===== config.mk =====
export PLATFORM = sky130hd
export DESIGN_NAME = memBusArbiter
export DESIGN_NICKNAME = d
export VERILOG_FILES = /design/src/memBusPkg.sv /design/src/memBusArbiter.sv
export VERILOG_INCLUDE_DIRS = /design/src
export SDC_FILE = /design/constraint.sdc
export NUM_CORES = 1
export LEC_CHECK = 0
export BUFFER_PORTS_ARGS = -buffer_cell sky130_fd_sc_hd__clkbuf_2
export CORE_AREA = 2 2 80 82
export CTS_BUF_LIST = sky130_fd_sc_hd__clkbuf_8
export DETAILED_ROUTE_END_ITERATION = 7
export DIE_AREA = 0 0 82 84
export GPL_ROUTABILITY_DRIVEN = 0
export MAX_ROUTING_LAYER = met4
export PLACE_DENSITY = 0.7
export SLEW_MARGIN = 20
export SYNTH_ARGS = -nofsm -noshare
export SYNTH_HDL_FRONTEND = slang
export SYNTH_SLANG_ARGS = --single-unit

===== constraint.sdc =====
create_clock -name clk -period 3.5 [get_ports clk]
set_input_delay 0.7 -clock clk [delete_from_list [all_inputs] [get_ports clk]]
set_output_delay 0.7 -clock clk [all_outputs]
set_load 0.005 [all_outputs]

===== src/cache_params.svh =====
`ifndef CACHE_PARAMS_SVH
`define CACHE_PARAMS_SVH

// ------------------------------
// cache geometry
// ------------------------------
`define ADDR_W 32
`define WORD_W 32

`define INDEX_W 4 // 16 sets
`define WORDSEL_W 2 // word inside a line
`define BYTE_W 2

// whatever is left above index, word select and byte offset
`define TAG_W (`ADDR_W - `INDEX_W - `WORDSEL_W - `BYTE_W)

`define BEATS 4 // one word per memory beat
`define SETS 16

`endif


===== src/memBusPkg.sv =====
`default_nettype none
`include "cache_params.svh"

package memBusPkg;

	// one word-wide beat on the memory bus
	typedef struct packed {
		logic write;
		logic [`ADDR_W-1:0] addr;
		logic [`WORD_W-1:0] wdata;
	} memReqT;

	// read data, returned in request order
	typedef struct packed {
		logic [`WORD_W-1:0] rdata;
	} memRespT;

endpackage

`default_nettype wire


===== src/memBusArbiter.sv =====
`timescale 1ns/1ns
`default_nettype none

module memBusArbiter (
	input wire logic clk,
	input wire logic reset,
	input wire logic fillValid,
	input wire memBusPkg::memReqT fillBeat,
	output logic fillReady,
	input wire logic fillBusy,
	input wire logic wbValid,
	input wire memBusPkg::memReqT wbBeat,
	output logic wbReady,
	input wire logic wbBusy,
	output logic memReqValid,
	output memBusPkg::memReqT memReq,
	input wire logic memReqReady
);
	logic held; // grant locked to one engine
	logic heldWb;
	logic grantWb, grantFill;

	// writeback wins when the bus is free
	assign grantWb = held ? heldWb : wbValid;
	assign grantFill = held ? !heldWb : (!wbValid && fillValid);

	assign memReqValid = (grantWb && wbValid) || (grantFill && fillValid);
	assign memReq = grantWb ? wbBeat : fillBeat;
	assign wbReady = grantWb && memReqReady;
	assign fillReady = grantFill && memReqReady;

	always_ff @(posedge clk) begin
		if (reset) begin
			held <= 1'b0;
			heldWb <= 1'b0;
		end else if (!held) begin
			if (wbValid || fillValid) begin
				held <= 1'b1;
				heldWb <= wbValid;
			end
		end else if (heldWb ? !wbBusy : !fillBusy) begin
			held <= 1'b0; // line finished
		end
	end

endmodule

`default_nettype wire


# Word level (Yosys, flattened, before mapping)
# Index checks and enable logic that the tools add are counted.
# totals
in_bits	137
register_bits	2
out_inout_bits	68
word_cells	22
# op_classes
muxes	7
n_reduce_logical	12
bitwise_logic	1
# op_table
op	n
$mux W65	1
$mux W1	6
$logic_and A1 B1 Y1	5
$logic_not A1 Y1	4
$logic_or A1 B1 Y1	2
$reduce_and A2 Y1	1
$not A1 Y1	1

# Longest topological paths before layout
# logic_depth
depth_word	5
mapped_depth	4
depth_no_buf	2

# Least setup slack after synthesis
# OpenSTA, ideal clock, no wires.
# synth_timing
kind	input to output
start	input port wbValid
end	output port memReq[55] (netlist name)
t_required_ps	2800
slack_ps	1188
path_stages	4
arrival_time_ps	1612
n_path_buf	2
cell_sequence	mux2i_1 -> buf_4 -> buf_6 -> mux2_4
# synth_rtl
item	line	rtl
start, declared	memBusArbiter.sv:11	input wire logic wbValid,
end, declared	memBusArbiter.sv:16	output memBusPkg::memReqT memReq,

==> impl_metrics.tcl <==
set metrics [dict create \
    yosysMostFrequentCell "mux2_2" \
    clkSinkCount 2 \
    portBuffers 204 \
    totalWireLength_microns 4080 \
    powerDensity_mw_per_mm2 211 \
    cts_hold_buf 0 \
    tns_ps 0 \
    antenna_found_initial 0 \
    status "finished clean" \
    clock.fmax_mhz 381 \
    dpl.hpwl_microns 3790 \
    drc 0 \
    multi_input_area_sq_um 895 \
    ys_types 15 \
    synthTopCellsByArea "mux2_2, mux2_4, dfxtp_1" \
    cp-start-kind "primary input" \
    synthArstFlopShare 0 \
    finalWorstSetupSlack_ps 874 \
    cts_setup_buffers 0 \
    seq_area_sq_um 40.0 \
    syn_inst 85 \
    core.rowCount 29 \
    root_buffer "clkbuf_8" \
    synth_edf_count 0 \
    pre_cts_ws_ps 860 \
    hold_path.class "reg -> reg" \
    clk_pin_slew_ps 30 \
    vias 1471 \
    rsz0062_at_grt "false" \
    synth_common_cells "mux2_2, mux2_4, buf_2" \
    timing.final.max_slew_violations 0 \
    first_global_vias 1383 \
    cts_tree "yes" \
    worstSetupPathType "in -> out" \
    relSlewSlack 0.695 \
    antennaDiodeCount 0 \
    cap_violations 0 \
    crit_path_end_kind "primary output" \
    cts_buffers 3 \
    setup_viol 0 \
    synth_fp_nets 222 \
    die_y_microns 84 \
    die_area_sq_mm 0.00689 \
    pin_count 205 \
    cts_resized 0 \
    yosys_warnings 0 \
    finalCritPeriodShare 0.750 \
    hold_viol_final 0 \
    vias_per_cell 4.04 \
    grt_pass1_wl_microns 5780 \
    crit_arrival_ps 1930 \
    drive_gt1_frac 0.962 \
    drtPass1Iterations 4 \
    synth_top_area_frac 0.554 \
    ant_nets 0 \
    worst_pin_slew_ps 458 \
    drt_iter0_drc 14 \
    clk_latency_ps 210 \
    avgSynthCellArea_sq_um 11.5 \
    cts_buffer_depth 2 \
    syn_area_sq_um 976 \
    gr-total-overflow 0 \
    fin_nets 426 \
    areaGrowthSynthToFinish_pct 116 \
    power.leakage_nw 1.26 \
    ys_seq_elements 2 \
    synth_top_area_cell "mux2_2" \
    htreeDepth 1 \
    core_sq_mm 0.00610 \
    min_period_ps 2630 \
    start_util 0.160 \
    finClkSkew_ps 0.680 \
    num-fill-cells 628 \
    grt_max_degree 40 \
    die_x_microns 82 \
    required_ps 2800 \
    grt_util_all_layers 0.105 \
    peakVddDrop_uv 165 \
    ys_seq_area_frac 0.0410 \
    wire_per_inst_microns 11.2 \
    critPathMaxFanout 39 \
    ys.flop_type "dfxtp_1" \
]
## worst max-delay path: stages
cell and delay [ps]:
clkbuf_2 120, mux2i_4 150, buf_4 420, mux2_2 390, clkbuf_2 120
## state kept, by name, indices dropped and copies added, names as in the netlist
| register | count |
|---|---|
| held | 1 |
| heldWb | 1 |
## logic make-up after synthesis
kind of cell / synth area share
DFF: 0.0410
and+or+nand+nor: 0.0321
AOI/OAI and AO/OA: 0.0205
buffers and inverters: 0.0551
muxes: 0.851
## stage by stage
step                std cells  total power, W   util  cell area, sq um  hold WS [ps]
floorplan                  85        0.000202      -               976           481
detailed placement        361        0.000360  0.339              2070           553
CTS                       364        0.000452  0.346              2110           557
global placement          361        0.000354  0.339              2070           543
finish                    364        0.000444  0.346              2110           550
global route              364        0.000479  0.346              2110           582
## layout make-up
cell class | instances | area share
Tap cell | 77 | 0.0457
Sequential cell | 2 | 0.0190
Multi-Input combinational cell | 76 | 0.424
Clock buffer | 3 | 0.0196
Timing Repair Buffer | 206 | 0.491
## worst paths after layout
| path | startpoint | to | slack, ps | cells after the start |
|---|---|---|---|---|
| setup / recovery | wbValid | memReq[35] | 870 | 5 |
| hold / removal | heldWb$_SDFFE_PP0P_ | heldWb$_SDFFE_PP0P_ | 550 | 2 |
| setup reg to reg | held$_SDFF_PP0_ | heldWb$_SDFFE_PP0P_ | 2120 | 3 |
| hold reg to reg | heldWb$_SDFFE_PP0P_ | heldWb$_SDFFE_PP0P_ | 550 | 2 |
## power breakdown
group | internal, W | switching, W | total (W)
Clock | 0.0000725 | 0.0000156 | 0.0000881
Sequential | 0.0000252 | 0.00000394 | 0.0000292
Combinational | 0.000211 | 0.000116 | 0.000327
Total | 0.000309 | 0.000135 | 0.000444
## per-layer routing
layer	track usage	routed length, microns	vias up
met3	0.00758	485	0
met5	-	0	-
li1	-	-	727
met4	0.0152	0	0
met1	0.107	1370	629
met2	0.214	2230	115
## cell usage in the layout, fill, tap and decap left out, drive strengths merged
master  instances
nor2b           2
a21oi           1
mux2           66
mux2i           2
nor3b           1
a211oi          1
buf             2
dfxtp           2
clkbuf        207
nand2b          1
nor3            1
o21a            1
Power figures use the tool's default switching activity.
