--- src/cache_params.svh ---
`ifndef CACHE_PARAMS_SVH
`define CACHE_PARAMS_SVH

// ------------------------------
// cache geometry
// ------------------------------
`define ADDR_W 32
`define WORD_W 32

`define INDEX_W 4 // 16 sets
`define WORDSEL_W 2 // word inside a line
`define BYTE_W 2

// whatever is left above index, word select and byte offset
`define TAG_W (`ADDR_W - `INDEX_W - `WORDSEL_W - `BYTE_W)

`define BEATS 4 // one word per memory beat
`define SETS 16

`endif

--- src/cachePkg.sv ---
`default_nettype none
`include "cache_params.svh"

package cachePkg;

	// ------------------------------
	// processor side
	// ------------------------------
	typedef enum logic [1:0] {
		opRead,
		opWrite,
		opInvalidate
	} cacheOpE;

	typedef struct packed {
		cacheOpE op;
		logic [`ADDR_W-1:0] addr;
		logic [`WORD_W-1:0] wdata;
	} cpuReqT;

	typedef struct packed {
		logic [`WORD_W-1:0] rdata;
		logic hit; // served without memory traffic
	} cpuRespT;

	// ------------------------------
	// line storage
	// ------------------------------
	typedef struct packed {
		logic valid;
		logic dirty;
		logic lru; // way to replace next
	} lineStateT;

	typedef logic [`BEATS-1:0][`WORD_W-1:0] lineDataT;

	typedef enum logic [2:0] {
		ctrlIdle,
		ctrlLookup,
		ctrlFlush,
		ctrlFill,
		ctrlRespond
	} ctrlStateE;

endpackage

`default_nettype wire

--- src/memBusPkg.sv ---
`default_nettype none
`include "cache_params.svh"

package memBusPkg;

	// one word-wide beat on the memory bus
	typedef struct packed {
		logic write;
		logic [`ADDR_W-1:0] addr;
		logic [`WORD_W-1:0] wdata;
	} memReqT;

	// read data, returned in request order
	typedef struct packed {
		logic [`WORD_W-1:0] rdata;
	} memRespT;

endpackage

`default_nettype wire

--- src/lineWriteback.sv ---
`timescale 1ns/1ns
`default_nettype none
`include "cache_params.svh"

module lineWriteback (
	input wire logic clk,
	input wire logic reset,
	input wire logic wbStart,
	input wire logic [`ADDR_W-1:0] wbAddr,
	input wire cachePkg::lineDataT wbData,
	output logic wbBusy,
	output logic beatValid,
	output memBusPkg::memReqT beat,
	input wire logic beatReady
);
	import cachePkg::*;

	lineDataT lineBuf; // victim captured at start
	logic [`ADDR_W-`WORDSEL_W-`BYTE_W-1:0] lineBase;
	logic [`WORDSEL_W-1:0] beatCnt;

	assign beatValid = wbBusy;
	assign beat = '{
		write: 1'b1,
		addr: {lineBase, beatCnt, {`BYTE_W{1'b0}}},
		wdata: lineBuf[beatCnt]
	};

	always_ff @(posedge clk) begin
		if (wbStart) begin
			lineBuf <= wbData;
			lineBase <= wbAddr[`ADDR_W-1:`WORDSEL_W+`BYTE_W];
		end
	end

	always_ff @(posedge clk) begin
		if (reset) begin
			wbBusy <= 1'b0;
			beatCnt <= '0;
		end else if (wbStart) begin
			wbBusy <= 1'b1;
			beatCnt <= '0;
		end else if (wbBusy && beatReady) begin
			beatCnt <= beatCnt + 1'b1;
			if (&beatCnt)
				wbBusy <= 1'b0;
		end
	end

endmodule

`default_nettype wire

--- config.mk ---
export PLATFORM = sky130hd
export DESIGN_NAME = lineWriteback
export DESIGN_NICKNAME = d
export VERILOG_FILES = /design/src/cachePkg.sv /design/src/memBusPkg.sv /design/src/lineWriteback.sv
export VERILOG_INCLUDE_DIRS = /design/src
export SDC_FILE = /design/constraint.sdc
export NUM_CORES = 1
export LEC_CHECK = 0
export ABC_AREA = 1
export ABC_CLOCK_PERIOD_IN_PS = 910
export BUFFER_PORTS_ARGS = -buffer_cell sky130_fd_sc_hd__buf_4
export CAP_MARGIN = 20
export CORE_ASPECT_RATIO = 0.7
export CORE_MARGIN = 4
export CORE_UTILIZATION = 31
export CTS_CLUSTER_SIZE = 25
export DETAILED_ROUTE_END_ITERATION = 6
export GPL_ROUTABILITY_DRIVEN = 0
export GPL_TIMING_DRIVEN = 1
export SETUP_SLACK_MARGIN = 0.2
export SLEW_MARGIN = 10
export SYNTH_ARGS = -nofsm -noshare
export SYNTH_HDL_FRONTEND = slang
export SYNTH_SLANG_ARGS = --single-unit
--- constraint.sdc ---
create_clock -name clk -period 0.91 [get_ports clk]
set_input_delay 0.1365 -clock clk [delete_from_list [all_inputs] [get_ports clk]]
set_output_delay 0.1365 -clock clk [all_outputs]
set_load 0.05 [all_outputs]
### Word level (Yosys, flattened, before mapping)

Cells that the tools add are included.

* output and inout bits: 67
* logic and storage cells: 20
* input bits: 164
* bits in registers: 159

* add/subtract/negate cells: 1
* magnitude comparators: 1
* multiplexer cells: 5
* reductions and logical operators: 6

Operators with widths (number)
* binary-select mux 32 bit (select 2 bit): 1
* 2-to-1 mux 32 bit: 1
* AND reduction 2 bit: 2
* nonzero test 2 bit: 2
* less-than comparator 2 x 3 -> 1 bit, second input constant: 1
* 2-to-1 mux 1 bit: 3
* adder 2 x 1 -> 2 bit, second input constant: 1
* OR reduction 2 bit: 1
* logical AND 1 bit: 1

### Depth between registers and ports, before layout

* depth after elaboration: 4
* mapped depth: 5
* depth with buffers taken out: 4

### Least setup slack after synthesis

OpenSTA, ideal clock, no wires.

* path kind: flip-flop to output port
* start: register beatCnt[0]
* end: output port beat[18] (netlist name)
* path buffers: 2
* stages on the path, launching flop included: 6
* arrival: 1.493 ns
* path slack: -0.719 ns
* cell sequence: dfxtp_1 buf_4 buf_6 nand2_1 nand3_1 nand2_1

RTL lines
* start: declaration: RTL line lineWriteback.sv:20 `` logic [`WORDSEL_W-1:0] beatCnt; ``
* start signal: assignment: RTL line lineWriteback.sv:44 `beatCnt <= beatCnt + 1'b1;`
* end: declaration: RTL line lineWriteback.sv:13 `output memBusPkg::memReqT beat,`

==> impl_metrics.csv <==
group,metric,value,unit
cts,cts_buffers,17,
run_status,status,"finished, violations left",
yosys,synth_top_cell_by_area,"edfxtp_1",
yosys,synth.area.top_cells,"edfxtp_1 73%, nand2_1 9.7%, inv_1 7.6%",
cts,cts_root_buffer,"clkbuf_16",
worst_hold_path,hold_class,"input pin to flip-flop",
sta,final_hold_viol_count,0,
final_layout,antenna_cells,0,
floorplanning,die_y,128,um
critical_path,cp.arrival,1.50,ns
cts,clk_pin_slew,0.06,ns
final_layout,nFillCells,1572,
cts,cts.sinks,159,
grt,grt_overflow,0,
grt,grt_pass1_wl,29800,um
placement,hpwl,11600,um
routing,num_vias,5164,
final_layout,seq_area,4760,um^2
final_layout,drive_gt1_frac,0.393,
run_status,violations,"negative setup slack",
placement,io_buffer_count,223,
critical_path,crit_type,"flip-flop to primary output",
sta,max_freq,612,MHz
routing,dr.pass1.iters,5,
job,maxCapViolations,0,
yosys,synth_area_per_cell,11.5,um^2
final_layout,area_growth,85.8,%
routing,drc,0,
routing,routed_wl,19400,um
power_and_ir_drop,power_leakage,5.37,nW
routing,detail_route.wl_per_cell,15.6,um
floorplanning,die_w,180,um
sta,min_period_over_period,1.79,
routing,vias_per_cell,4.14,
final_layout,num-nets-final,1129,
yosys,seq_area_frac_synth,0.742,
cts,cts_tree,"done",
sta,setup_viol,67,
sta,clock_skew,0.00489,ns
placement,pre_cts_ws,-0.292,ns
grt,grt_pass1_vias,5397,
power_and_ir_drop,p_per_area,1650,nW/um^2
cts,clock_latency,0.42,ns
yosys,yosys_warnings,0,
sta,worst_slack,-0.723,ns
grt,gr-usage-all-layers,0.169,
cts,cts.path.max_buffers,2,
floorplanning,die_area,23000,um^2
sta,maxSlewViolCount,0,
critical_path,cp-start-kind,"flip-flop",
yosys,syn-cell-area,6390,um^2
routing,drt_iter0_markers,362,
final_layout,final_common_cell,"buf_4",
routing,ant_nets,0,
yosys,synth_cell_types,13,
critical_path,path_max_fanout,32,
critical_path,critPathCaptureType,"primary output",
power_and_ir_drop,irDropWorstVdd,1.20,mV
floorplanning,ios,231,
grt,grt_max_degree,41,
yosys,syn_inst,554,
final_layout,multi_input_area,1560,um^2
final_layout,mostFrequentLayoutCells,"168 x buf_4, 158 x dlygate4sd3_1, 156 x edfxtp_1, 129 x inv_1, 126 x nand2_1",
sta,period_needed,1.63,ns
sta,rsz0062_at_grt,"true",
cts,h-tree-depth,4,
final_layout,final_util,0.594,
floorplanning,coreArea,20000,um^2
critical_path,cp.required,0.77,ns
yosys,netlist.area_leader.share,0.733,
floorplanning,start_util,0.320,
floorplanning,rows,43,
grt,antenna_found_initial,0,
yosys,ys_seq_elements,159,
[metal layers]
metal | vias to the layer above | part of all wire | GRT usage
met3 | 14 | 0.070 | 0.0641
met5 | - | 0 | 0
li1 | 2565 | - | -
met4 | 0 | 0.0089 | 0.0430
met1 | 2409 | 0.45 | 0.215
met2 | 176 | 0.47 | 0.273
[worst max-delay path, cell delays in order (launching register included)]
cell and delay, ns:
dfxtp_4 0.41, buf_12 0.20, nand2_1 0.12, nand3_2 0.10, nand2_4 0.04, buf_4 0.18
[Yosys cell counts]
master,instances
edfxtp_1,156
conb_1,2
nand3_1,65
nor2_1,4
buf_6,4
a21oi_1,2
inv_1,130
buf_4,8
inv_2,1
buf_2,12
ha_1,1
nand2_1,166
dfxtp_1,3
[power breakdown]
group,internal [W],switching [W]
clock,0.00373,0.00284
combinational,0.00199,0.00214
sequential,0.00867,0.000169
total,0.0144,0.00515
[state kept, by name (all words and copies together) (netlist names)]
register and flops:
beatCnt 2, beatValid 1, lineBase 28, lineBuf 128
[what timing repair did]
item	CTS	global route
gates cloned	2	5
buffers inserted	2	4
hold buffers	158	0
gates resized for setup	117	16
pin swaps	3	0
endpoints found under the hold margin	159	0
setup endpoints to repair	67	67
[metrics by stage]
stage / hold WS, ns / setup TNS, ns / total power, W / instance area, um^2 / std cells
after floorplan: 0.196 / -7.51 / 0.0108 / 6940 / 555
after global placement: 0.293 / -9.45 / 0.0120 / 9020 / 1044
after detailed placement: 0.298 / -10.77 / 0.0121 / 9020 / 1044
after CTS: 0.0189 / -31.23 / 0.0196 / 11600 / 1237
after global routing: 0.0178 / -33.82 / 0.0204 / 11900 / 1246
final: 0.0428 / -29.37 / 0.0195 / 11900 / 1246
[cell families (layout without fill, tap and decap cells)]
logic type / Yosys count / count (layout) / share of synthesized area
DFF: 159 / 159 / 0.742
buffers and inverters: 155 / 576 / 0.103
AOI/OAI and AO/OA: 2 / 2 / 0.00157
other: 2 / 3 / 0.00117
adders and majority gates: 1 / 1 / 0.00196
and+or+nand+nor: 235 / 235 / 0.151
[final timing paths]
kind                  to  depth (start not counted)  slack (ns)       start
max             beat[17]                          5       -0.72  beatCnt[0]
min          lineBuf[47]                          1        0.04     wbStart
max reg2reg   beatCnt[1]                          4       -0.21  beatCnt[0]
min reg2reg    beatValid                          3        0.65   beatValid
[area by class of cell]
class / instances / area share
clock inverter: 10 / 0.00779
timing repair buffer: 414 / 0.352
multi-input combinational: 241 / 0.131
inverter: 131 / 0.0431
sequential: 159 / 0.400
tap: 270 / 0.0284
clock buffer: 21 / 0.0371
No activity file was read; power rests on OpenSTA's default activity.
