### config.mk
export PLATFORM = sky130hd
export DESIGN_NAME = cacheArrays
export DESIGN_NICKNAME = d
export VERILOG_FILES = /design/src/cachePkg.sv /design/src/cacheArrays.sv
export VERILOG_INCLUDE_DIRS = /design/src
export SDC_FILE = /design/constraint.sdc
export NUM_CORES = 2
export LEC_CHECK = 0
export BUFFER_PORTS_ARGS = -buffer_cell sky130_fd_sc_hd__buf_4
export CAP_MARGIN = 10
export CORE_UTILIZATION = 45
export CTS_CLUSTER_DIAMETER = 30
export DETAILED_ROUTE_END_ITERATION = 12
export GPL_TIMING_DRIVEN = 1
export SYNTH_ARGS = -nofsm -noshare
export SYNTH_HDL_FRONTEND = slang
export SYNTH_MEMORY_MAX_BITS = 65536
export SYNTH_SLANG_ARGS = --single-unit
### constraint.sdc
create_clock -name clk -period 9.1 [get_ports clk]
set_clock_uncertainty 0.05 [all_clocks]
set_input_delay 0.91 -clock clk [delete_from_list [all_inputs] [get_ports clk]]
set_output_delay 0.91 -clock clk [all_outputs]
set_load 0.01 [all_outputs]
### src/cache_params.svh
`ifndef CACHE_PARAMS_SVH
`define CACHE_PARAMS_SVH

// ------------------------------
// cache geometry
// ------------------------------
`define ADDR_W 32
`define WORD_W 32

`define INDEX_W 4 // 16 sets
`define WORDSEL_W 2 // word inside a line
`define BYTE_W 2

// whatever is left above index, word select and byte offset
`define TAG_W (`ADDR_W - `INDEX_W - `WORDSEL_W - `BYTE_W)

`define BEATS 4 // one word per memory beat
`define SETS 16

`endif

### src/cachePkg.sv
`default_nettype none
`include "cache_params.svh"

package cachePkg;

	// ------------------------------
	// processor side
	// ------------------------------
	typedef enum logic [1:0] {
		opRead,
		opWrite,
		opInvalidate
	} cacheOpE;

	typedef struct packed {
		cacheOpE op;
		logic [`ADDR_W-1:0] addr;
		logic [`WORD_W-1:0] wdata;
	} cpuReqT;

	typedef struct packed {
		logic [`WORD_W-1:0] rdata;
		logic hit; // served without memory traffic
	} cpuRespT;

	// ------------------------------
	// line storage
	// ------------------------------
	typedef struct packed {
		logic valid;
		logic dirty;
		logic lru; // way to replace next
	} lineStateT;

	typedef logic [`BEATS-1:0][`WORD_W-1:0] lineDataT;

	typedef enum logic [2:0] {
		ctrlIdle,
		ctrlLookup,
		ctrlFlush,
		ctrlFill,
		ctrlRespond
	} ctrlStateE;

endpackage

`default_nettype wire

### src/cacheArrays.sv
`timescale 1ns/1ns
`default_nettype none
`include "cache_params.svh"

module cacheArrays (
	input wire logic clk,
	input wire logic reset,
	input wire logic [`INDEX_W-1:0] index,
	output logic [`TAG_W-1:0] tagOut0,
	output logic [`TAG_W-1:0] tagOut1,
	output cachePkg::lineStateT stateOut0,
	output cachePkg::lineStateT stateOut1,
	output cachePkg::lineDataT dataOut0,
	output cachePkg::lineDataT dataOut1,
	input wire logic wrEn,
	input wire logic wrWay,
	input wire logic [`TAG_W-1:0] wrTag,
	input wire cachePkg::lineStateT wrState,
	input wire cachePkg::lineDataT wrData,
	input wire logic lruWrEn,
	input wire logic lruWay
);
	import cachePkg::*;

	logic [`TAG_W-1:0] tags [2][`SETS];
	lineDataT lines [2][`SETS];
	logic [1:0][`SETS-1:0] validBits;
	logic [1:0][`SETS-1:0] dirtyBits;
	logic [`SETS-1:0] lruBits; // one per set, shared by both ways

	assign tagOut0 = tags[0][index];
	assign tagOut1 = tags[1][index];
	assign dataOut0 = lines[0][index];
	assign dataOut1 = lines[1][index];

	assign stateOut0 = '{valid: validBits[0][index], dirty: dirtyBits[0][index], lru: lruBits[index]};
	assign stateOut1 = '{valid: validBits[1][index], dirty: dirtyBits[1][index], lru: lruBits[index]};

	// tag and data payload
	always_ff @(posedge clk) begin
		if (wrEn) begin
			tags[wrWay][index] <= wrTag;
			lines[wrWay][index] <= wrData;
		end
	end

	always_ff @(posedge clk) begin
		if (reset) begin
			validBits <= '0;
			dirtyBits <= '0;
			lruBits <= '0;
		end else begin
			if (wrEn) begin
				validBits[wrWay][index] <= wrState.valid;
				dirtyBits[wrWay][index] <= wrState.dirty;
			end
			if (lruWrEn)
				lruBits[index] <= ~lruWay; // other way goes next
		end
	end

endmodule

`default_nettype wire

After elaboration in Yosys (flattened, before gate mapping)
Memory sizes are Yosys's and may differ from the RTL's. Index checks and enable logic that the tools add are counted.

Add/sub/neg operators: 0. Multiply operators: 0. Divide/modulo/power cells: 0. Magnitude comparators: 6. Equality and inequality tests: 0. Shift operators: 0. Multiplexer cells: 36. Bitwise gates (word level): 2. Reduce and logical (&&, ||, !) cells: 3.

Operators by type and width (number): 2-to-1 mux 2048 bit (1); binary-select mux 128 bit (select 4 bit) (2); 2-to-1 mux 128 bit (5); demux 128 bit (select 4 bit) (1); 2-to-1 mux 384 bit (1); binary-select mux 24 bit (select 4 bit) (2); 2-to-1 mux 24 bit (5); demux 24 bit (select 4 bit) (1); bitwise mux 32 bit (2); binary-select mux 1 bit (select 4 bit) (5); bitwise mux 16 bit (1); demux 16 bit (select 1 bit) (1); 2-to-1 mux 16 bit (1); 2-to-1 mux 1 bit (7); >= comparator 5 bit, second input constant (1); less-than comparator 4 x 5 -> 1 bit, second input constant (1); less-than comparator 5 x 1 -> 1 bit, second input constant (1); NOT 4 -> 5 bit (1); demux 1 bit (select 4 bit) (1); >= comparator 4 x 1 -> 1 bit, second input constant (1); logical AND 1 bit (3); less-than comparator 1 x 2 -> 1 bit, second input constant (1); >= comparator 1 bit, second input constant (1); NOT 1 bit (1).

Bits in registers: 80. Bits in latches: 0. Bits in writable memories: 4864. Bits in read-only memories: 0. Input port bits: 165. Output and inout port bits: 310. Word-level logic and storage cells: 54. Memories kept: 2.

Memory list: lines (depth 2, bits a word 2048, read ports 2, clocked after memory_dff 0, write ports 1, line cacheArrays.sv:26) `` lineDataT lines [2][`SETS]; ``; tags (depth 2, bits a word 384, read ports 2, clocked after memory_dff 0, write ports 1, line cacheArrays.sv:25) `` logic [`TAG_W-1:0] tags [2][`SETS]; ``.

Logic depth before layout (Yosys ltp)
Depth after elaboration: 7. Depth in mapped cells: 8.

Worst setup path before layout
Ideal clock, no wire load.

Kind: input port to flip-flop. From: in index[0]. To: mem lines[0][1664] in the netlist's numbering (enable). Setup time: 0.666 ns. Data arrival time: 8.270 ns. Data required time: 8.384 ns. Slack: 0.114 ns. Stages on the path: 5. Cell sequence: buf_2 buf_2 or4b_1 clkbuf_1 nor2_1.

Cells in the longest elaborated chain, start to end: 6. Elaborated cells between the ends (all ways): 7.

RTL lines: start, declared (line cacheArrays.sv:8) `` input wire logic [`INDEX_W-1:0] index, ``; NOT 4 -> 5 bit (implied by the code) * (line cacheArrays.sv:43) `lines[wrWay][index] <= wrData;`; >= comparator 5 bit (implied by the code) / less-than comparator 5 x 1 -> 1 bit (equally long branches) (line cacheArrays.sv:43); logical AND 1 bit (implied by the code) (line cacheArrays.sv:43); 2-to-1 mux 128 bit (implied by the code) (line cacheArrays.sv:43); demux 128 bit (select 4 bit) * (line cacheArrays.sv:43); 2-to-1 mux 2048 bit (implied by the code) * (line cacheArrays.sv:43); end, declared (line cacheArrays.sv:26).

Every way passes the cells marked *; elsewhere a longest branch is shown, timed or not.

==> results.toml <==
[synthesis]
synth_edf_count = 4864
ys_seq_elements = 4944
synthTopCellsByArea = "edfxtp_1, mux4_2, a22oi_1, dfxtp_1, nand2_1"
syn_inst = 7870
ys_warn_count = 0
syn_area_sq_um = 185400
yosys.cell_count.top_type = "edfxtp_1"
ys_types = 31
yosysTopAreaCellShare = 0.7880
syn_nets = 8035
synth_area_leader_cell = "edfxtp_1"
synth-main-ff-cell = "edfxtp_1"
synth_seq_area_share = 0.7967
async_reset_ff_frac = 0
syn_avg_cell_area_sq_um = 23.55
synth_common_cells = "edfxtp_1, mux4_2, a22oi_1"

[floorplanning]
fp.dieW_um = 643.8
rows = 235
die_area_sq_um = 414500
fp.dieH_um = 643.8
initial_core_util = 0.4522
io_pins = 475
core_sq_um = 409900

[layout]
finalNetCount = 9120
final_cells = 15230
drive_gt1_frac = 0.3515
syn_to_final_growth_pct = 22.60

[sta]
setup_violations = 0
hold_viol = 0
max_slew_margin = 0.1528
fmax_mhz = 179.0
tightestPinTransition_ns = 1.271
drv_slew = 0
layout_setup_ws_ns = 3.512
finalCritPeriodShare = 0.6140
rsz0062_at_grt = "false"
period_needed_ns = 5.588
fin_tns_setup_ns = 0

[global_routing]
grt_use_met3 = 0.04583
grt_busiest_layer = "met2"
grt_first_pass_wirelength_um = 699300
grt_overflow = 0
use_met2 = 0.3941
use_met1 = 0.3197
track_usage = 0.2366
grt_pass1_vias = 94920
antenna_found_initial = 59
grt_max_degree = 156

[clock_network]
cts_setup_buffers = 0
tritoncts = "built"
htreeDepth = 6
clk_pin_slew_worst_paths_ns = 0.05
numCtsBuffers = 912
ctsResizeCount = 0
clkLatencyLatePin_ns = 1.07
cts_sinks = 4944
cts_root_buf = "clkbuf_16"
clock_path_buffers = 4
cts_hold_buf = 0

[run_status]
status = "complete, no violations"

[placed_design]
portBuffers = 473
dp_hpwl_um = 232000
gp_congestion = 0.7098
post-place-cells = 13490
post-place-ws_ns = 3.369

[route]
drc = 0
vias = 90910
post_drt_wl_per_cell_um = 32.52
drt-initial-drc-count = 10550
firstDrtPassIters = 5
via_per_inst = 5.971
ant_nets = 0
wl_um = 495200

[worst_hold_path]
min_path_type = "primary input to register"

[power]
netSwitchingFraction = 0.2178
cellLeakagePower_nw = 73.58
ir_drop_v = 0.0002214
clockPowerShare = 0.549
p_seq_frac = 0.411
intPower_mw = 48.33
pwr-share-comb = 0.040
p_per_area_nw_per_um2 = 271.9
power_mw = 61.78
p_switching_mw = 13.46

[critical_path]
critical_path_required_ns = 8.14
startpoint_type = "primary input"
crit_path_end_kind = "output port"
worstSetupPathType = "primary input to output port"
critPathArrivalTime_ns = 4.63
crit_path_max_fanout = 92
r2r_slack_ns = 8.24

[run]
maxCapViolCount = 0
area by class of cell:
type,count,area [sq um]
Antenna cell,18,45.04
Fill cell,30210,182600
Tap cell,5451,6820
Clock inverter,717,8488
Sequential cell,4944,147700
Multi-Input combinational cell,2451,35480
Clock buffer,999,23210
Timing Repair Buffer,646,5542
final timing paths:
| kind | depth (start not counted) | startpoint | end |
|---|---|---|---|
| min | 2 | lruWay | lruBits[13] |
| max reg2reg | 2 | lruBits[4] | lruBits[4] |
| min reg2reg | 2 | dirtyBits[24] | dirtyBits[24] |
| max | 7 | index[0] | dataOut1[11] |
critical path: stages:
cell and delay [ns]:
buf_16 0.45, buf_4 0.82, buf_4 0.95, mux4_2 0.60, a22oi_1 0.23, nand2_1 0.21, buf_4 0.20
flip-flops by register name, summed over array words and instances (netlist names):
signal	flops
validBits	32
lines	4096
tags	768
lruBits	16
dirtyBits	32
cell usage in the layout (no fill, tap or decap), types with 6 or more instances in the layout:
| master | instances |
|---|---|
| a21oi_1 | 80 |
| a22oi_1 | 618 |
| a311oi_1 | 16 |
| buf_12 | 54 |
| buf_4 | 587 |
| bufinv_16 | 124 |
| clkbuf_1 | 83 |
| clkbuf_16 | 914 |
| clkinv_1 | 123 |
| clkinv_16 | 34 |
| clkinv_2 | 149 |
| clkinv_4 | 72 |
| clkinv_8 | 8 |
| clkinvlp_4 | 132 |
| dfxtp_1 | 80 |
| diode_2 | 18 |
| edfxtp_1 | 4864 |
| inv_16 | 10 |
| inv_6 | 59 |
| inv_8 | 6 |
| mux4_2 | 1236 |
| nand2_1 | 310 |
| nand3_1 | 64 |
| nor2_4 | 33 |
| o21ai_0 | 57 |
| o21ai_1 | 7 |
cell families after synthesis:
family,synth area share
AND/OR/NAND/NOR,0.01014
buffers and inverters,0.01335
AO/OA/AOI/OAI,0.02967
flip-flops,0.7967
multiplexers,0.1502
layer usage:
layer	up-vias	wire length [um]
li1	36520	-
met5	-	174
met3	818	39390
met1	49580	195600
met2	3960	247200
met4	28	12830
power groups by stage:
stage	Combinational, mW	Clock (mW)	Sequential, mW
after floorplan	1.30	0	25.8
final	2.45	33.9	25.4
after global routing	2.61	35.4	25.4
after CTS	2.50	34.3	25.4
after detailed placement	2.49	0	25.8
after global placement	2.45	0	25.8
per-stage QoR:
stage / hold WS, ns / instance area [sq um] / util
after global routing: 0.06945 / 227200 / 0.5543
after detailed placement: 0.4164 / 195500 / 0.4769
final: 0.1136 / 227200 / 0.5544
after global placement: 0.4078 / 195500 / 0.4769
after CTS: 0.02982 / 227200 / 0.5543
after floorplan: 0.4006 / 185400 / -
Note: power is estimated with default switching activity, not from simulation.
