`src/cache_params.svh`:
```
`ifndef CACHE_PARAMS_SVH
`define CACHE_PARAMS_SVH

// ------------------------------
// cache geometry
// ------------------------------
`define ADDR_W 32
`define WORD_W 32

`define INDEX_W 4 // 16 sets
`define WORDSEL_W 2 // word inside a line
`define BYTE_W 2

// whatever is left above index, word select and byte offset
`define TAG_W (`ADDR_W - `INDEX_W - `WORDSEL_W - `BYTE_W)

`define BEATS 4 // one word per memory beat
`define SETS 16

`endif

```
`src/cachePkg.sv`:
```
`default_nettype none
`include "cache_params.svh"

package cachePkg;

	// ------------------------------
	// processor side
	// ------------------------------
	typedef enum logic [1:0] {
		opRead,
		opWrite,
		opInvalidate
	} cacheOpE;

	typedef struct packed {
		cacheOpE op;
		logic [`ADDR_W-1:0] addr;
		logic [`WORD_W-1:0] wdata;
	} cpuReqT;

	typedef struct packed {
		logic [`WORD_W-1:0] rdata;
		logic hit; // served without memory traffic
	} cpuRespT;

	// ------------------------------
	// line storage
	// ------------------------------
	typedef struct packed {
		logic valid;
		logic dirty;
		logic lru; // way to replace next
	} lineStateT;

	typedef logic [`BEATS-1:0][`WORD_W-1:0] lineDataT;

	typedef enum logic [2:0] {
		ctrlIdle,
		ctrlLookup,
		ctrlFlush,
		ctrlFill,
		ctrlRespond
	} ctrlStateE;

endpackage

`default_nettype wire

```
`src/memBusPkg.sv`:
```
`default_nettype none
`include "cache_params.svh"

package memBusPkg;

	// one word-wide beat on the memory bus
	typedef struct packed {
		logic write;
		logic [`ADDR_W-1:0] addr;
		logic [`WORD_W-1:0] wdata;
	} memReqT;

	// read data, returned in request order
	typedef struct packed {
		logic [`WORD_W-1:0] rdata;
	} memRespT;

endpackage

`default_nettype wire

```
`src/lineFill.sv`:
```
`timescale 1ns/1ns
`default_nettype none
`include "cache_params.svh"

module lineFill (
	input wire logic clk,
	input wire logic reset,
	input wire logic fillStart,
	input wire logic [`ADDR_W-1:0] fillAddr,
	output logic fillDone,
	output cachePkg::lineDataT fillData,
	output logic beatValid,
	output memBusPkg::memReqT beat,
	input wire logic beatReady,
	output logic lineBusy,
	input wire logic respValid,
	input wire memBusPkg::memRespT resp
);
	logic [`ADDR_W-`WORDSEL_W-`BYTE_W-1:0] lineBase;
	logic [`WORDSEL_W:0] issueCnt; // top bit set once all beats are out
	logic [`WORDSEL_W-1:0] retCnt;

	assign beatValid = lineBusy && !issueCnt[`WORDSEL_W];
	assign beat = '{
		write: 1'b0,
		addr: {lineBase, issueCnt[`WORDSEL_W-1:0], {`BYTE_W{1'b0}}},
		wdata: '0
	};

	always_ff @(posedge clk) begin
		if (fillStart)
			lineBase <= fillAddr[`ADDR_W-1:`WORDSEL_W+`BYTE_W];
		if (lineBusy && respValid)
			fillData[retCnt] <= resp.rdata;
	end

	always_ff @(posedge clk) begin
		if (reset) begin
			lineBusy <= 1'b0;
			issueCnt <= '0;
			retCnt <= '0;
			fillDone <= 1'b0;
		end else begin
			fillDone <= lineBusy && respValid && (&retCnt);
			if (fillStart) begin
				lineBusy <= 1'b1;
				issueCnt <= '0;
				retCnt <= '0;
			end else begin
				if (beatValid && beatReady)
					issueCnt <= issueCnt + 1'b1;
				if (lineBusy && respValid) begin
					retCnt <= retCnt + 1'b1;
					if (&retCnt)
						lineBusy <= 1'b0; // last word in
				end
			end
		end
	end

endmodule

`default_nettype wire

```
`config.mk`:
```
export PLATFORM = sky130hd
export DESIGN_NAME = lineFill
export DESIGN_NICKNAME = d
export VERILOG_FILES = /design/src/cachePkg.sv /design/src/memBusPkg.sv /design/src/lineFill.sv
export VERILOG_INCLUDE_DIRS = /design/src
export SDC_FILE = /design/constraint.sdc
export NUM_CORES = 1
export LEC_CHECK = 0
export ABC_AREA = 0
export BUFFER_PORTS_ARGS = -buffer_cell sky130_fd_sc_hd__buf_2
export CORE_ASPECT_RATIO = 0.7
export CORE_UTILIZATION = 49
export CTS_CLUSTER_SIZE = 24
export DETAILED_ROUTE_END_ITERATION = 10
export PLACE_DENSITY = 0.89
export RECOVER_POWER = 100
export SYNTH_ARGS = -nofsm -noshare
export SYNTH_HDL_FRONTEND = slang
export SYNTH_SLANG_ARGS = --single-unit
```
`constraint.sdc`:
```
create_clock -name clk -period 2.8 [get_ports clk]
set_input_delay 0.42 -clock clk [delete_from_list [all_inputs] [get_ports clk]]
set_output_delay 0.42 -clock clk [all_outputs]
set_load 0.005 [all_outputs]
```
# --- After elaboration in Yosys (flattened, before gate mapping) ---
# Cells that the tools add are included.
classes:
  n_reduce_logical: 11
  magnitude_cmp: 2
  mux: 6
  addsub: 2
ops:
  columns: ["cell", "n"]
  rows:
  - ["$bwmux 128", 1]
  - ["$demux 32 s2", 1]
  - ["$mux 32", 1]
  - ["$logic_and 1x1->1", 5]
  - ["$reduce_and 2->1", 2]
  - ["$reduce_bool 2->1", 2]
  - ["$add 3x1->3 const B", 1]
  - ["$lt 2x3->1 const B", 1]
  - ["$mux 1", 3]
  - ["$add 2x1->2 const B", 1]
  - ["$ge 2x1->1 const B", 1]
  - ["$reduce_or 2->1", 1]
  - ["$logic_not 1->1", 1]
totals:
  out_inout_bits: 196
  ff_bits: 163
  word_cells: 30
  inputBits: 69

# --- Depth between registers and ports, before layout ---
logic_depth:
  word_depth: 5
  mapped_depth: 4
  mapped_depth_nobuf: 4

# --- Least setup slack after synthesis ---
# Ideal clock, no wire load.
synth_timing:
  path_kind: "flip-flop to flip-flop"
  startpoint: "register lineBusy"
  endpoint: "register fillData[0] in the netlist's numbering, enable pin"
  setup_slack_ns: 1.041
  t_arrival_ns: 1.367
  path_buffers: 1
  period_less_slack_ns: 1.759
  required_ns: 2.408
  path_stages_with_launch: 3
  path_cell_list: "dfxtp_1 > buf_2 > and3_1"
synth_between:
  elab_chain_len: 1
synth_rtl:
  columns: ["item", "line_no", "text"]
  rows:
  - ["from (decl)", "lineFill.sv:15", "output logic lineBusy,"]
  - ["from (signal assigned)", "lineFill.sv:39", "lineBusy <= 1'b0;"]
  - ["from (signal assigned)", "lineFill.sv:46", "lineBusy <= 1'b1;"]
  - ["from (signal assigned)", "lineFill.sv:55", "lineBusy <= 1'b0;"]
  - ["$logic_and 1x1->1", "lineFill.sv:33", "if (lineBusy && respValid)"]
  - ["to (signal, indexed assignment)", "lineFill.sv:34", "fillData[retCnt] <= resp.rdata;"]
  - ["to (decl)", "lineFill.sv:11", "output cachePkg::lineDataT fillData,"]
# No other way between the ends.
# A chain may end at the register's enable or synchronous reset.

# --- Worst setup path in the final report ---
layout_timing:
  startpoint: "input port fillStart"
  endpoint: "register issueCnt[0]"
layout_between:
  elab_chain_len: 1
layout_rtl:
  columns: ["item", "line_no", "text"]
  rows:
  - ["from (decl)", "lineFill.sv:8", "input wire logic fillStart,"]
  - ["$reduce_or 2->1 (no source line)", null, null]
  - ["to (signal assigned)", "lineFill.sv:51", "issueCnt <= issueCnt + 1'b1;"]
  - ["to (decl)", "lineFill.sv:20", "logic [`WORDSEL_W:0] issueCnt;"]
# No other way between the ends.

==> results.txt <==
----------------------------------------------------
[Placed design]
  Count of input and output buffers ... approximately 230
  Detail Placement HPWL ... between 7000 and 8000 um
  Inst Count DP ... 586
  Worst slack at placement ... 0.978 ns
  Final weighted congestion in routability-driven placement ... 0.753

[Global routing]
  Maximum number of pins on one net before global-route repair ... 35
  Number of global-route vias before repair ... 2787
  Antenna violations before repair ... 0
  Aggregate global-route resource usage ... 19.7%
  First-pass GRT wire length ... approximately 16000 um
  Overflow left after global routing ... 0

[Critical path]
  CP top delay family ... buffers and inverters
  R2R Path Start ... lineBusy$_SDFFE_PP0P_
  Crit. Startpoint ... fillStart
  Max FO, Critical Path ... 34
  Critical Path Sink ... issueCnt[0]$_SDFFE_PP0P_
  Slowest stage cell, crit path ... clkbuf_1
  Number of buffers and inverters on the critical path ... 1
  Data required, critical path ... 3.10 ns
  Worst Path Class, Setup ... in2reg
  Critical path's largest stage delay ... 1.26 ns
  CP endpoint kind ... register
  Worst-path cell chain ... clkbuf_1 -> nor3_1 -> mux2_1
  Category of the worst setup path launch point ... primary input
  Worst setup slack for register-to-register paths ... 1.00 ns
  Arrival time of data at the critical path endpoint ... 2.19 ns
  Logic depth of the worst register-to-register path ... 1
  Levels on crit path ... 3
  End of the worst register-to-register path ... fillData[102]$_DFFE_PP_

[Detailed routing]
  Met2 wire length ... 5970 um
  Met1 wire length ... 4510 um
  Number of vias in the routed layout ... 2915
  Final wirelength ... 11300 um
  WL per Instance ... between 15 and 20 um
  Vias/cell ... 4.72
  First-pass detailed-route iteration total ... 4
  ANT nets after route ... 0
  Total DRC errors in the routed layout ... 0
  Top Layer Used ... met4
  Initial DRC Count ... 178
  Met3 wire length ... 674 um

[Synthesis]
  Sequential cell area fraction in the yosys report ... roughly nine tenths
  Fraction of registers with async set or reset after synthesis ... 0%
  Flip-flop cell with the highest count after synthesis ... edfxtp_1
  EDFF count, synth ... 156
  Yosys warning total ... 0
  Post-synthesis instance area ... around 5400 um^2
  Flops & latches, synth ... 163
  Syn Inst Count ... ~230
  Yosys cell types ... 23
  Avg Inst Size Synth ... 23.0 um^2

[Outcome]
  Outcome ... finished with violations
  Violated checks ... capacitance limit, slew limit

[Layout]
  Fraction of final layout cells with drive strength greater than 1 ... 24.9%
  Final Core Density ... between 60% and 70%
  Number of antenna cells inserted ... 0
  Final cell count without fillers ... between 600 and 700
  Number of fill cells ... 770
  Area used by multi-input combinational logic ... between 300 and 400 um^2
  Register area ... around 4800 um^2
  Area overhead of the layout relative to synthesis ... 29.9%
  Total Nets Final ... 547

[Floorplan]
  Core Footprint ... 10500 um^2
  Area of the die ... 11400 um^2
  Effective utilization at floorplan ... 51.1%
  Number of ports placed on the die boundary ... 265
  Standard-cell row count ... 31
  Die Y-Extent ... 89.5 um
  Width of the die ... roughly 130 um

[Timing]
  Worst-case clock skew ... 0.00623 ns
  Final Setup Violations ... 0
  Pins over their slew limit ... 35
  Final critical-path setup slack ... 0.907 ns
  Worst-margin pin slew ... 1.79 ns
  Unrepaired setup endpoints after global routing ... false
  Worst slew margin relative to its limit ... -19.2%
  Share of the cycle needed by the critical path after routing ... 67.6%
  Max Clk Rate ... 528 MHz
  Sum of negative setup slack ... 0 ns
  Fin. Hold Viols ... 0
  Min cycle time layout ... around 1.9 ns

[Clocking]
  Clock tree from TritonCTS ... yes
  CTS clk-pin slew, worst paths ... ~0.070 ns
  Worst skew pair latency ... 0.41 ns
  Htree depth ... 4
  # resized after CTS ... 0
  Post-CTS setup-driven buffer insertion count ... 0
  Hold buffer count at cts ... 0
  CTS Root Buffer Type ... clkbuf_16
  Worst-case clock buffer depth ... 2
  TritonCTS buffer count ... 17
  CTS sink cnt ... 163

[Pwr]
  Worst voltage drop across the vdd grid ... 422 uV
  P_leak ... 2.53 nW
  Clock power share ... 46.3%
  Sequential fraction of design power ... just over 50%
  Final Total Pwr ... roughly 5.4 mW
  Internal Dissipation ... 4.32 mW
  Switching power ... 1.10 mW
  Fraction of power consumed by combinational cells ... 2.9%
  Total power per unit cell area ... 778 nW/um^2
  Net switching share of the total power ... 20.2%

[Min path]
  Class of the tightest hold or removal check ... in2reg
  Hold depth ... 1

[Flow run]
  Max-cap violations ... 1

----------------------------------------------------
final cells by class:
cell class	instances	share of cell area (%)
Clock inverter	14	3.06
Clock buffer	17	6.12
Multi-Input combinational cell	64	5.38
Timing Repair Buffer	225	13.6
Sequential cell	163	69.4
Inverter	2	0.108
Tap cell	132	2.37
through the flow:
| stage | area [um^2] | hold slack, ns |
|---|---|---|
| 6_report | 6960 | 0.177 |
| 5_1_grt | 6960 | 0.155 |
| 4_1_cts | 7140 | 0.163 |
| 3_5_place_dp | 6500 | 0.519 |
| 3_3_place_gp | 6500 | 0.463 |
| 2_1_floorplan | 5480 | 0.444 |
cell usage after synthesis, drive strengths merged, types with 2 or more instances:
| cell type | count | area share, % |
|---|---|---|
| ha | 5 | 1.2 |
| mux2 | 2 | 0.42 |
| a21oi | 2 | 0.19 |
| dfxtp | 7 | 2.6 |
| nor3b | 3 | 0.42 |
| and3 | 4 | 0.47 |
| edfxtp | 156 | 87 |
| a21bo | 2 | 0.37 |
| inv | 2 | 0.14 |
| buf | 38 | 5.3 |
power groups by stage:
stage | clock network, mW | registers, mW | logic [mW]
2_1_floorplan | 0 | 2.81 | 0.0647
6_report | 2.50 | 2.75 | 0.156
5_1_grt | 2.63 | 2.76 | 0.172
3_5_place_dp | 0 | 2.80 | 0.168
3_3_place_gp | 0 | 2.80 | 0.159
4_1_cts | 2.53 | 2.75 | 0.169
kinds of logic after synthesis:
family / share of synthesized area [%]
other cells: 0.0700
mux: 0.420
flops: 90.1
buf+inv: 5.42
simple gates: 1.85
fa+ha+maj: 1.17
compound gates: 1.00
cell usage in the layout (no fill, tap or decap):
master     instances
a21bo_2            2
a21boi_0           1
a21oi_1            2
a31oi_1            1
and2b_2            1
and3_2             4
and3b_1            1
buf_2             82
bufinv_16          4
clkbuf_1         143
clkbuf_16         17
clkinv_1           1
conb_1            35
dfxtp_1            7
edfxtp_1         156
ha_1               5
inv_1              2
inv_6              5
inv_8              4
mux2_1             2
nand3_1            1
nand3b_1           1
nor2_1             1
nor2b_1            1
nor3_1             1
nor3b_1            3
o21ba_2            1
or2_2              1
sequential cells by signal (all words and copies together), names as in the netlist:
name      cells
lineBase     28
fillData    128
issueCnt      3
retCnt        2
fillDone      1
lineBusy      1
layer usage:
metal / vias to the layer above / track usage [%]
li1: 1303 / -
met1: 1447 / 22.6
met2: 151 / 34.9
met3: 14 / 5.86
met4: 0 / 9.09
met5: - / 0
worst min-delay path by stage:
stage                                          end                      from
after floorplan           issueCnt[2]$_SDFFE_PP0P_  issueCnt[2]$_SDFFE_PP0P_
after global placement    issueCnt[2]$_SDFFE_PP0P_  issueCnt[2]$_SDFFE_PP0P_
after detailed placement  issueCnt[2]$_SDFFE_PP0P_  issueCnt[2]$_SDFFE_PP0P_
after CTS                   lineBase[16]$_DFFE_PP_              fillAddr[20]
after global routing         lineBase[3]$_DFFE_PP_               fillAddr[7]
final                       lineBase[25]$_DFFE_PP_              fillAddr[29]
Power figures use the tool's default switching activity.
