===== src/cache_params.svh =====
`ifndef CACHE_PARAMS_SVH
`define CACHE_PARAMS_SVH

// ------------------------------
// cache geometry
// ------------------------------
`define ADDR_W 32
`define WORD_W 32

`define INDEX_W 4 // 16 sets
`define WORDSEL_W 2 // word inside a line
`define BYTE_W 2

// whatever is left above index, word select and byte offset
`define TAG_W (`ADDR_W - `INDEX_W - `WORDSEL_W - `BYTE_W)

`define BEATS 4 // one word per memory beat
`define SETS 16

`endif


===== src/cachePkg.sv =====
`default_nettype none
`include "cache_params.svh"

package cachePkg;

	// ------------------------------
	// processor side
	// ------------------------------
	typedef enum logic [1:0] {
		opRead,
		opWrite,
		opInvalidate
	} cacheOpE;

	typedef struct packed {
		cacheOpE op;
		logic [`ADDR_W-1:0] addr;
		logic [`WORD_W-1:0] wdata;
	} cpuReqT;

	typedef struct packed {
		logic [`WORD_W-1:0] rdata;
		logic hit; // served without memory traffic
	} cpuRespT;

	// ------------------------------
	// line storage
	// ------------------------------
	typedef struct packed {
		logic valid;
		logic dirty;
		logic lru; // way to replace next
	} lineStateT;

	typedef logic [`BEATS-1:0][`WORD_W-1:0] lineDataT;

	typedef enum logic [2:0] {
		ctrlIdle,
		ctrlLookup,
		ctrlFlush,
		ctrlFill,
		ctrlRespond
	} ctrlStateE;

endpackage

`default_nettype wire


===== src/cacheController.sv =====
`timescale 1ns/1ns
`default_nettype none
`include "cache_params.svh"

module cacheController (
	input wire logic clk,
	input wire logic reset,
	input wire logic cpuReqValid,
	input wire cachePkg::cpuReqT cpuReq,
	output logic cpuReqReady,
	output logic cpuRespValid,
	output cachePkg::cpuRespT cpuResp,
	output logic [`INDEX_W-1:0] index,
	input wire logic [`TAG_W-1:0] tagOut0,
	input wire logic [`TAG_W-1:0] tagOut1,
	input wire cachePkg::lineStateT stateOut0,
	input wire cachePkg::lineStateT stateOut1,
	input wire cachePkg::lineDataT dataOut0,
	input wire cachePkg::lineDataT dataOut1,
	output logic wrEn,
	output logic wrWay,
	output logic [`TAG_W-1:0] wrTag,
	output cachePkg::lineStateT wrState,
	output cachePkg::lineDataT wrData,
	output logic lruWrEn,
	output logic lruWay,
	output logic fillStart,
	output logic [`ADDR_W-1:0] fillAddr,
	input wire logic fillDone,
	input wire cachePkg::lineDataT fillData,
	output logic wbStart,
	output logic [`ADDR_W-1:0] wbAddr,
	output cachePkg::lineDataT wbData,
	input wire logic wbBusy
);
	import cachePkg::*;

	ctrlStateE state;
	cpuReqT req;
	logic [`TAG_W-1:0] reqTag;
	logic [`WORDSEL_W-1:0] reqWord;
	logic hit0, hit1, anyHit, hitWay;
	logic victimWay, evictWay;
	lineStateT hitState, evictState;
	logic [`TAG_W-1:0] evictTag;
	lineDataT hitLine, mergedLine;
	logic selWay; // way being flushed or filled
	logic [`WORD_W-1:0] respData;
	logic respHit;

	assign reqTag = req.addr[`ADDR_W-1 -: `TAG_W];
	assign index = req.addr[`BYTE_W+`WORDSEL_W +: `INDEX_W];
	assign reqWord = req.addr[`BYTE_W +: `WORDSEL_W];

	assign cpuReqReady = (state == ctrlIdle);
	assign cpuRespValid = (state == ctrlRespond);
	assign cpuResp = '{rdata: respData, hit: respHit};

	// ------------------------------
	// lookup and victim choice
	// ------------------------------
	always_comb begin
		hit0 = stateOut0.valid && (tagOut0 == reqTag);
		hit1 = stateOut1.valid && (tagOut1 == reqTag);
		anyHit = hit0 || hit1;
		hitWay = hit1;
		hitState = hitWay ? stateOut1 : stateOut0;
		hitLine = hitWay ? dataOut1 : dataOut0;
		// empty way first, else lru
		victimWay = !stateOut0.valid ? 1'b0 : (!stateOut1.valid ? 1'b1 : stateOut0.lru);
		evictWay = (req.op == opInvalidate) ? hitWay : victimWay;
		evictState = evictWay ? stateOut1 : stateOut0;
		evictTag = evictWay ? tagOut1 : tagOut0;
		wbData = evictWay ? dataOut1 : dataOut0;
	end

	assign fillAddr = {reqTag, index, {(`WORDSEL_W+`BYTE_W){1'b0}}};
	assign wbAddr = {evictTag, index, {(`WORDSEL_W+`BYTE_W){1'b0}}};

	always_comb begin
		mergedLine = (state == ctrlFill) ? fillData : hitLine;
		if (req.op == opWrite)
			mergedLine[reqWord] = req.wdata;
	end

	// ------------------------------
	// array writes and engine launch
	// ------------------------------
	always_comb begin
		wrEn = 1'b0;
		wrWay = selWay;
		wrTag = reqTag;
		wrData = mergedLine;
		wrState = '{valid: 1'b1, dirty: (req.op == opWrite), lru: 1'b0};
		lruWrEn = 1'b0;
		lruWay = hitWay;
		fillStart = 1'b0;
		wbStart = 1'b0;
		case (state)
			ctrlLookup: begin
				if (req.op == opInvalidate) begin
					if (anyHit && hitState.dirty) begin
						wbStart = 1'b1; // flush first
					end else if (anyHit) begin
						wrEn = 1'b1;
						wrWay = hitWay;
						wrState = '0;
					end
				end else if (anyHit) begin
					lruWrEn = 1'b1;
					wrEn = (req.op == opWrite);
					wrWay = hitWay;
				end else begin
					fillStart = 1'b1;
					wbStart = evictState.valid && evictState.dirty;
				end
			end
			ctrlFlush: begin
				if (!wbBusy) begin
					wrEn = 1'b1;
					wrState = '0;
				end
			end
			ctrlFill: begin
				if (fillDone) begin
					wrEn = 1'b1;
					lruWrEn = 1'b1;
					lruWay = selWay;
				end
			end
			default: ;
		endcase
	end

	always_ff @(posedge clk) begin
		if (reset) begin
			state <= ctrlIdle;
		end else begin
			case (state)
				ctrlIdle: begin
					if (cpuReqValid) begin
						req <= cpuReq;
						state <= ctrlLookup;
					end
				end
				ctrlLookup: begin
					respData <= hitLine[reqWord];
					respHit <= !(fillStart || wbStart);
					selWay <= evictWay;
					if (fillStart)
						state <= ctrlFill;
					else if (wbStart)
						state <= ctrlFlush;
					else
						state <= ctrlRespond;
				end
				ctrlFlush: begin
					if (!wbBusy)
						state <= ctrlRespond;
				end
				ctrlFill: begin
					if (fillDone) begin
						respData <= fillData[reqWord]; // word as it came from memory
						state <= ctrlRespond;
					end
				end
				default: state <= ctrlIdle; // respond lasts one cycle
			endcase
		end
	end

endmodule

`default_nettype wire


===== config.mk =====
export PLATFORM = sky130hd
export DESIGN_NAME = cacheController
export DESIGN_NICKNAME = d
export VERILOG_FILES = /design/src/cachePkg.sv /design/src/cacheController.sv
export VERILOG_INCLUDE_DIRS = /design/src
export SDC_FILE = /design/constraint.sdc
export NUM_CORES = 1
export LEC_CHECK = 0
export CAP_MARGIN = 20
export CORE_AREA = 2 2 355 357
export CTS_BUF_LIST = sky130_fd_sc_hd__clkbuf_8
export DETAILED_ROUTE_END_ITERATION = 8
export DIE_AREA = 0 0 357 359
export DONT_BUFFER_PORTS = 1
export GPL_TIMING_DRIVEN = 0
export MAX_ROUTING_LAYER = met4
export PLACE_DENSITY = 0.3
export SETUP_SLACK_MARGIN = 0.5
export SYNTH_ARGS = -nofsm -noshare
export SYNTH_HDL_FRONTEND = slang
export SYNTH_SLANG_ARGS = --single-unit

===== constraint.sdc =====
create_clock -name clk -period 4.42 [get_ports clk]
set_input_delay 0.221 -clock clk [delete_from_list [all_inputs] [get_ports clk]]
set_output_delay 0.221 -clock clk [all_outputs]
set_load 0.005 [all_outputs]

* Yosys cells after proc, flatten, opt, wreduce, memory -nomap -nowiden *
Index checks and enable logic that the tools add are counted.

storage, ports and cells
  logic and storage cells = 87
  output and inout port bits = 392
  bits of input ports = 509
  register bits after elaboration = 103

cells by class
  muxes and demuxes = 52
  equal/unequal tests = 11
  $lt $le $gt $ge = 2
  bitwise gates (word level) = 1
  reductions and logical operators = 14

operators with widths
  kind                number
  $mux 128            4
  $bmux 32 s2         2
  $bwmux 128          1
  $mux 32             4
  $demux 32 s2        1
  $pmux 32 s2         1
  $eq 24x24->1        2
  $mux 3              10
  $mux 24             1
  $mux 1              23
  $pmux 3 s4          1
  $reduce_and 3->1    3
  $eq 3x2->1 const B  2
  $ne 2x2->1 const B  3
  $pmux 3 s2          1
  $logic_and 1x1->1   5
  $eq 3x1->1 const B  1
  $eq 3x3->1 const B  1
  $logic_not 3->1     1
  $lt 2x3->1 const B  1
  $pmux 1 s3          1
  $eq 2x1->1 const B  1
  $eq 2x2->1 const B  1
  $ge 2x1->1 const B  1
  other kinds (7)     8

* Longest topological paths before layout *
  depth after elaboration = 11
  gate-level depth with buffers = 10

* Worst setup path before layout *
OpenSTA, ideal clock, no wires.

  path kind = register -> register
  from = reg req (netlist bit fillAddr[18])
  to = reg respData[27], data pin
  slack = 1.735 ns
  setup time = 0.256 ns
  arrival time = 2.429 ns
  stages on the path, launching flop included = 9
  period minus slack after synthesis = 2.685 ns
  buffers on the path = 1
  required time = 4.164 ns
  cells stage by stage = edfxtp_1 > xor2_1 > nor4_1 > nand4_1 > nor2_2 > buf_6 > mux4_2 > nor2b_1 > o22a_1

on the way
  cells in the longest elaborated chain, start to end = 6

RTL lines
  element                        line                    RTL
  from (decl)                    cacheController.sv:39   cpuReqT req;
  from (signal assigned)         cacheController.sv:142  req <= cpuReq;
  $eq 24x24->1                   cacheController.sv:64   hit1 = stateOut1.valid && (tagOut1 == reqTag);
  $logic_and 1x1->1              cacheController.sv:64
  $mux 128                       cacheController.sv:68   hitLine = hitWay ? dataOut1 : dataOut0;
  $bmux 32 s2                    cacheController.sv:147  respData <= hitLine[reqWord];
  $mux 32 (not written as such)  cacheController.sv:147
  $pmux 32 s2                    cacheController.sv:139  case (state)
  to (signal assigned)           cacheController.sv:147
  to (signal assigned)           cacheController.sv:163  respData <= fillData[reqWord];
  to (decl)                      cacheController.sv:48   logic [`WORD_W-1:0] respData;

Every way passes these cells. The select of a mux whose other input is x is not followed.
A chain may end at the register's enable or synchronous reset.

==> impl_metrics.ini <==
[synthesis]
ys_warn_count = 0
synth_area_leader_cell = edfxtp_1
synth_top_family_by_area = multiplexers
yosysUniqueCellTypes = 47
synth_xor_area_share_pct = 3.31
async_flop_share_pct = 0
seq_area_frac_synth_pct = 23.6
synth_area_mm2 = 0.0127
synth_compound_area_share_pct = 17.9
syn_inst = 1266
synth-seq-cells = 101
ys.flop_type = edfxtp_1
synth_simple_gate_area_share_pct = 7.95
synth_edf_count = 98
synth_top_area_share_pct = 23.1
post_synth_fa_ha_maj_area_fraction_pct = 0
netlist_top_cells_area = edfxtp_1 23%, mux2_2 16%, mux4_2 12%
synth.avg_cell_area_um2 = 10.0
synthMuxAreaShare_pct = 38.9

[cells_and_area]
area_growth_pct = 40.7
fin_area_mm2 = 0.0179
final_cell_mix = 184 x mux2_2, 149 x nor2_1, 107 x buf_4
nets = 1948
final_common_cell = mux2_2
multi_input_area_mm2 = 0.00937
nFillCells = 14100
regArea_mm2 = 0.00300
layout-drive-gt1-share_pct = 38.6

[sta]
worst-slew-pin-transition_ns = 1.08
finalMaxSlewViolations = 0
timing.fmax_ghz = 0.260
hold_violations = 0
tns_ns = 0
post-route-period-util_pct = 86.9
max-slew-margin-rel_pct = 27.8
final.min_clock_period_ns = 3.84
finClkSkew_ns = 0.0353
setup_viol = 0
rsz0062_at_grt = true

[power_and_ir_drop]
intPower_mw = 2.08
ir_drop_uv = 119
p_leak_nw = 6.81
pwr-share-clk_pct = 23.4
seq_power_share_pct = 33.4
powerDensity_mw_per_mm2 = 202
share_comb_of_total_power_pct = 43.2
p_sw_mw = 1.53
sw_frac_of_total_pct = 42.4

[clock_tree]
clockBufferDepth = 2
cts-root-buf = clkbuf_8
clock-sinks = 101
clock_latency_ns = 0.56
cts_tree = yes
clkTransAtPathRegs_ns = 0.15
cts_buffers = 9
htree_levels = 3

[critical_path]
cp.required_ns = 4.20
worstReg2RegEnd = respData[24]
path_depth = 9
critical_path_buf_inv_count = 2
cp.arrival_ns = 3.62
cpMaxStageDelayCell = edfxtp_1
path_class = reg2out
reg2regPathDepth = 7
end_kind = output port
reg2reg_setup_slack_ns = 0.74
critPathMaxStageDelay_ns = 0.51
worst-path-max-fanout = 10
path_cells = xor2_2 -> nor4_4 -> nand3_2 -> or2_4 -> buf_12 -> buf_4 -> mux2i_4 -> a211oi_4 -> a21o_1
cp-start-kind = flop
r2r_start = req[34]
critical-path-top-delay-family = simple AND/OR/NAND/NOR gates

[grt]
grt_max_degree = 44
grt_pass1_vias = 13600
grt_pass1_wl_um = 172000
grt_overflow_total = 0
antenna_found_initial = 59
grt_usage_pct = 22.1

[routing]
drc = 0
wl_met3_um = 18300
highest_layer = met4
vias_per_cell = 4.20
firstDrtPassIters = 5
ant_nets = 0
first_iter_violations = 1157
routedLengthMet1_um = 50800
wl_met2_um = 68700
routedWlPerCell_um = 44.5
num_vias = 13500
routed_wl_um = 143000

[min_path]
whs_endpoint = respData[11]
hold_path_depth = 2
min-delay-start = fillData[107]
hp-class = in2reg

[floorplan]
core_area_mm2 = 0.125
num_rows = 130
ioPinCount = 901
die_w_um = 357
start_util_pct = 10.2
die_h_um = 359
dieArea_mm2 = 0.128

[job]
maxCapViolCount = 0

[place]
dpl_cell_area_mm2 = 0.0154
gp_congestion = 0.831
port-buffer-count = 0
dp_hpwl_um = 118000

[status]
status = finished, final reports clean
==> flip-flops by register name (all words and copies together) (netlist names) <==
signal	cells
req	36
respData	32
fillAddr	28
state	3
respHit	1
selWay	1
==> power by group through the flow <==
stage | clock (mW) | sequential, mW | combinational, mW
after floorplan | 0 | 1.20 | 0.775
after global placement | 0 | 1.25 | 1.40
after detailed placement | 0 | 1.24 | 1.43
after CTS | 0.935 | 1.21 | 1.58
after global routing | 0.921 | 1.22 | 1.62
final | 0.844 | 1.21 | 1.56
==> per-layer routing <==
layer  vias to the layer above  track usage [%]
li1                       5309                -
met1                      6973             22.7
met2                      1034             36.6
met3                       152             11.2
met4                         0             6.79
met5                         -                -
==> worst register-to-register path, cell delays in order (launching register included) <==
cell and delay, ns:
edfxtp_1 0.38, clkbuf_2 0.48, buf_2 0.69, buf_2 0.64, mux4_2 0.48, a22oi_1 0.18
nand2_1 0.06, dlygate4sd3_1 0.55
==> stage by stage <==
| step | setup WS [ns] | hold slack [ns] | instances | total power, mW | utilization (%) |
|---|---|---|---|---|---|
| 3_3_place_gp | -0.916 | 0.320 | 2924 | 2.64 | 11.9 |
| 2_1_floorplan | 1.73 | 0.320 | 1274 | 1.97 | - |
| 3_5_place_dp | -0.411 | 0.320 | 2959 | 2.67 | 12.4 |
| 4_1_cts | 0.388 | 0.000769 | 3083 | 3.73 | 14.0 |
| 6_report | 0.577 | 0.0996 | 3206 | 3.61 | 14.4 |
| 5_1_grt | 0.452 | 0.0609 | 3194 | 3.76 | 14.3 |
==> kinds of logic (layout without fill, tap and decap cells) <==
group	after synthesis	after routing
muxes	385	385
AOI/OAI and AO/OA	310	310
and+or+nand+nor	232	232
buffers and inverters	189	359
DFF	101	101
xor gates and xnor gates	48	48
other	1	121
==> repair_timing <==
item | 4_1_cts | 5_1_grt
endpoints found under the setup margin | 320 | 32
resized for setup | 163 | 13
buffers inserted | 19 | 11
hold buffers | 89 | 0
pin swaps | 19 | 6
hold endpoints to repair | 79 | 0
==> cell type report <==
cell class	instances	area share [%]
Multi-Input combinational cell	984	52.4
Sequential cell	101	16.8
Tap cell	1650	11.5
Timing Repair Buffer	154	9.60
Buffer	185	6.83
Antenna cell	112	1.57
Clock buffer	9	0.692
Clock inverter	7	0.504
Inverter	4	0.0839
==> how the worst max path moves through the flow <==
stage                     slack [ns]           end    startpoint
after floorplan                 1.73  respData[27]  fillAddr[18]
after global placement         -0.92  respData[19]      state[2]
after detailed placement       -0.41    wrData[31]  fillAddr[13]
after CTS                       0.39   wrData[126]  fillAddr[13]
after global routing            0.45    wrState[2]   fillAddr[9]
final                           0.58    wrData[95]   fillAddr[9]
==> cells in the mapped netlist (7+ instances only) <==
library cell	instances
buf_4	71
nand2_1	22
buf_2	17
clkbuf_1	77
edfxtp_1	98
mux2_2	185
xnor2_1	9
mux4_2	69
o221ai_1	21
o22a_1	26
a21oi_1	37
buf_6	7
a31oi_1	7
a211oi_1	97
nor2b_1	24
nor2_1	153
nor4_1	9
a21o_1	100
xor2_1	39
buf_1	13
mux2i_1	131
Power figures use the tool's default switching activity.
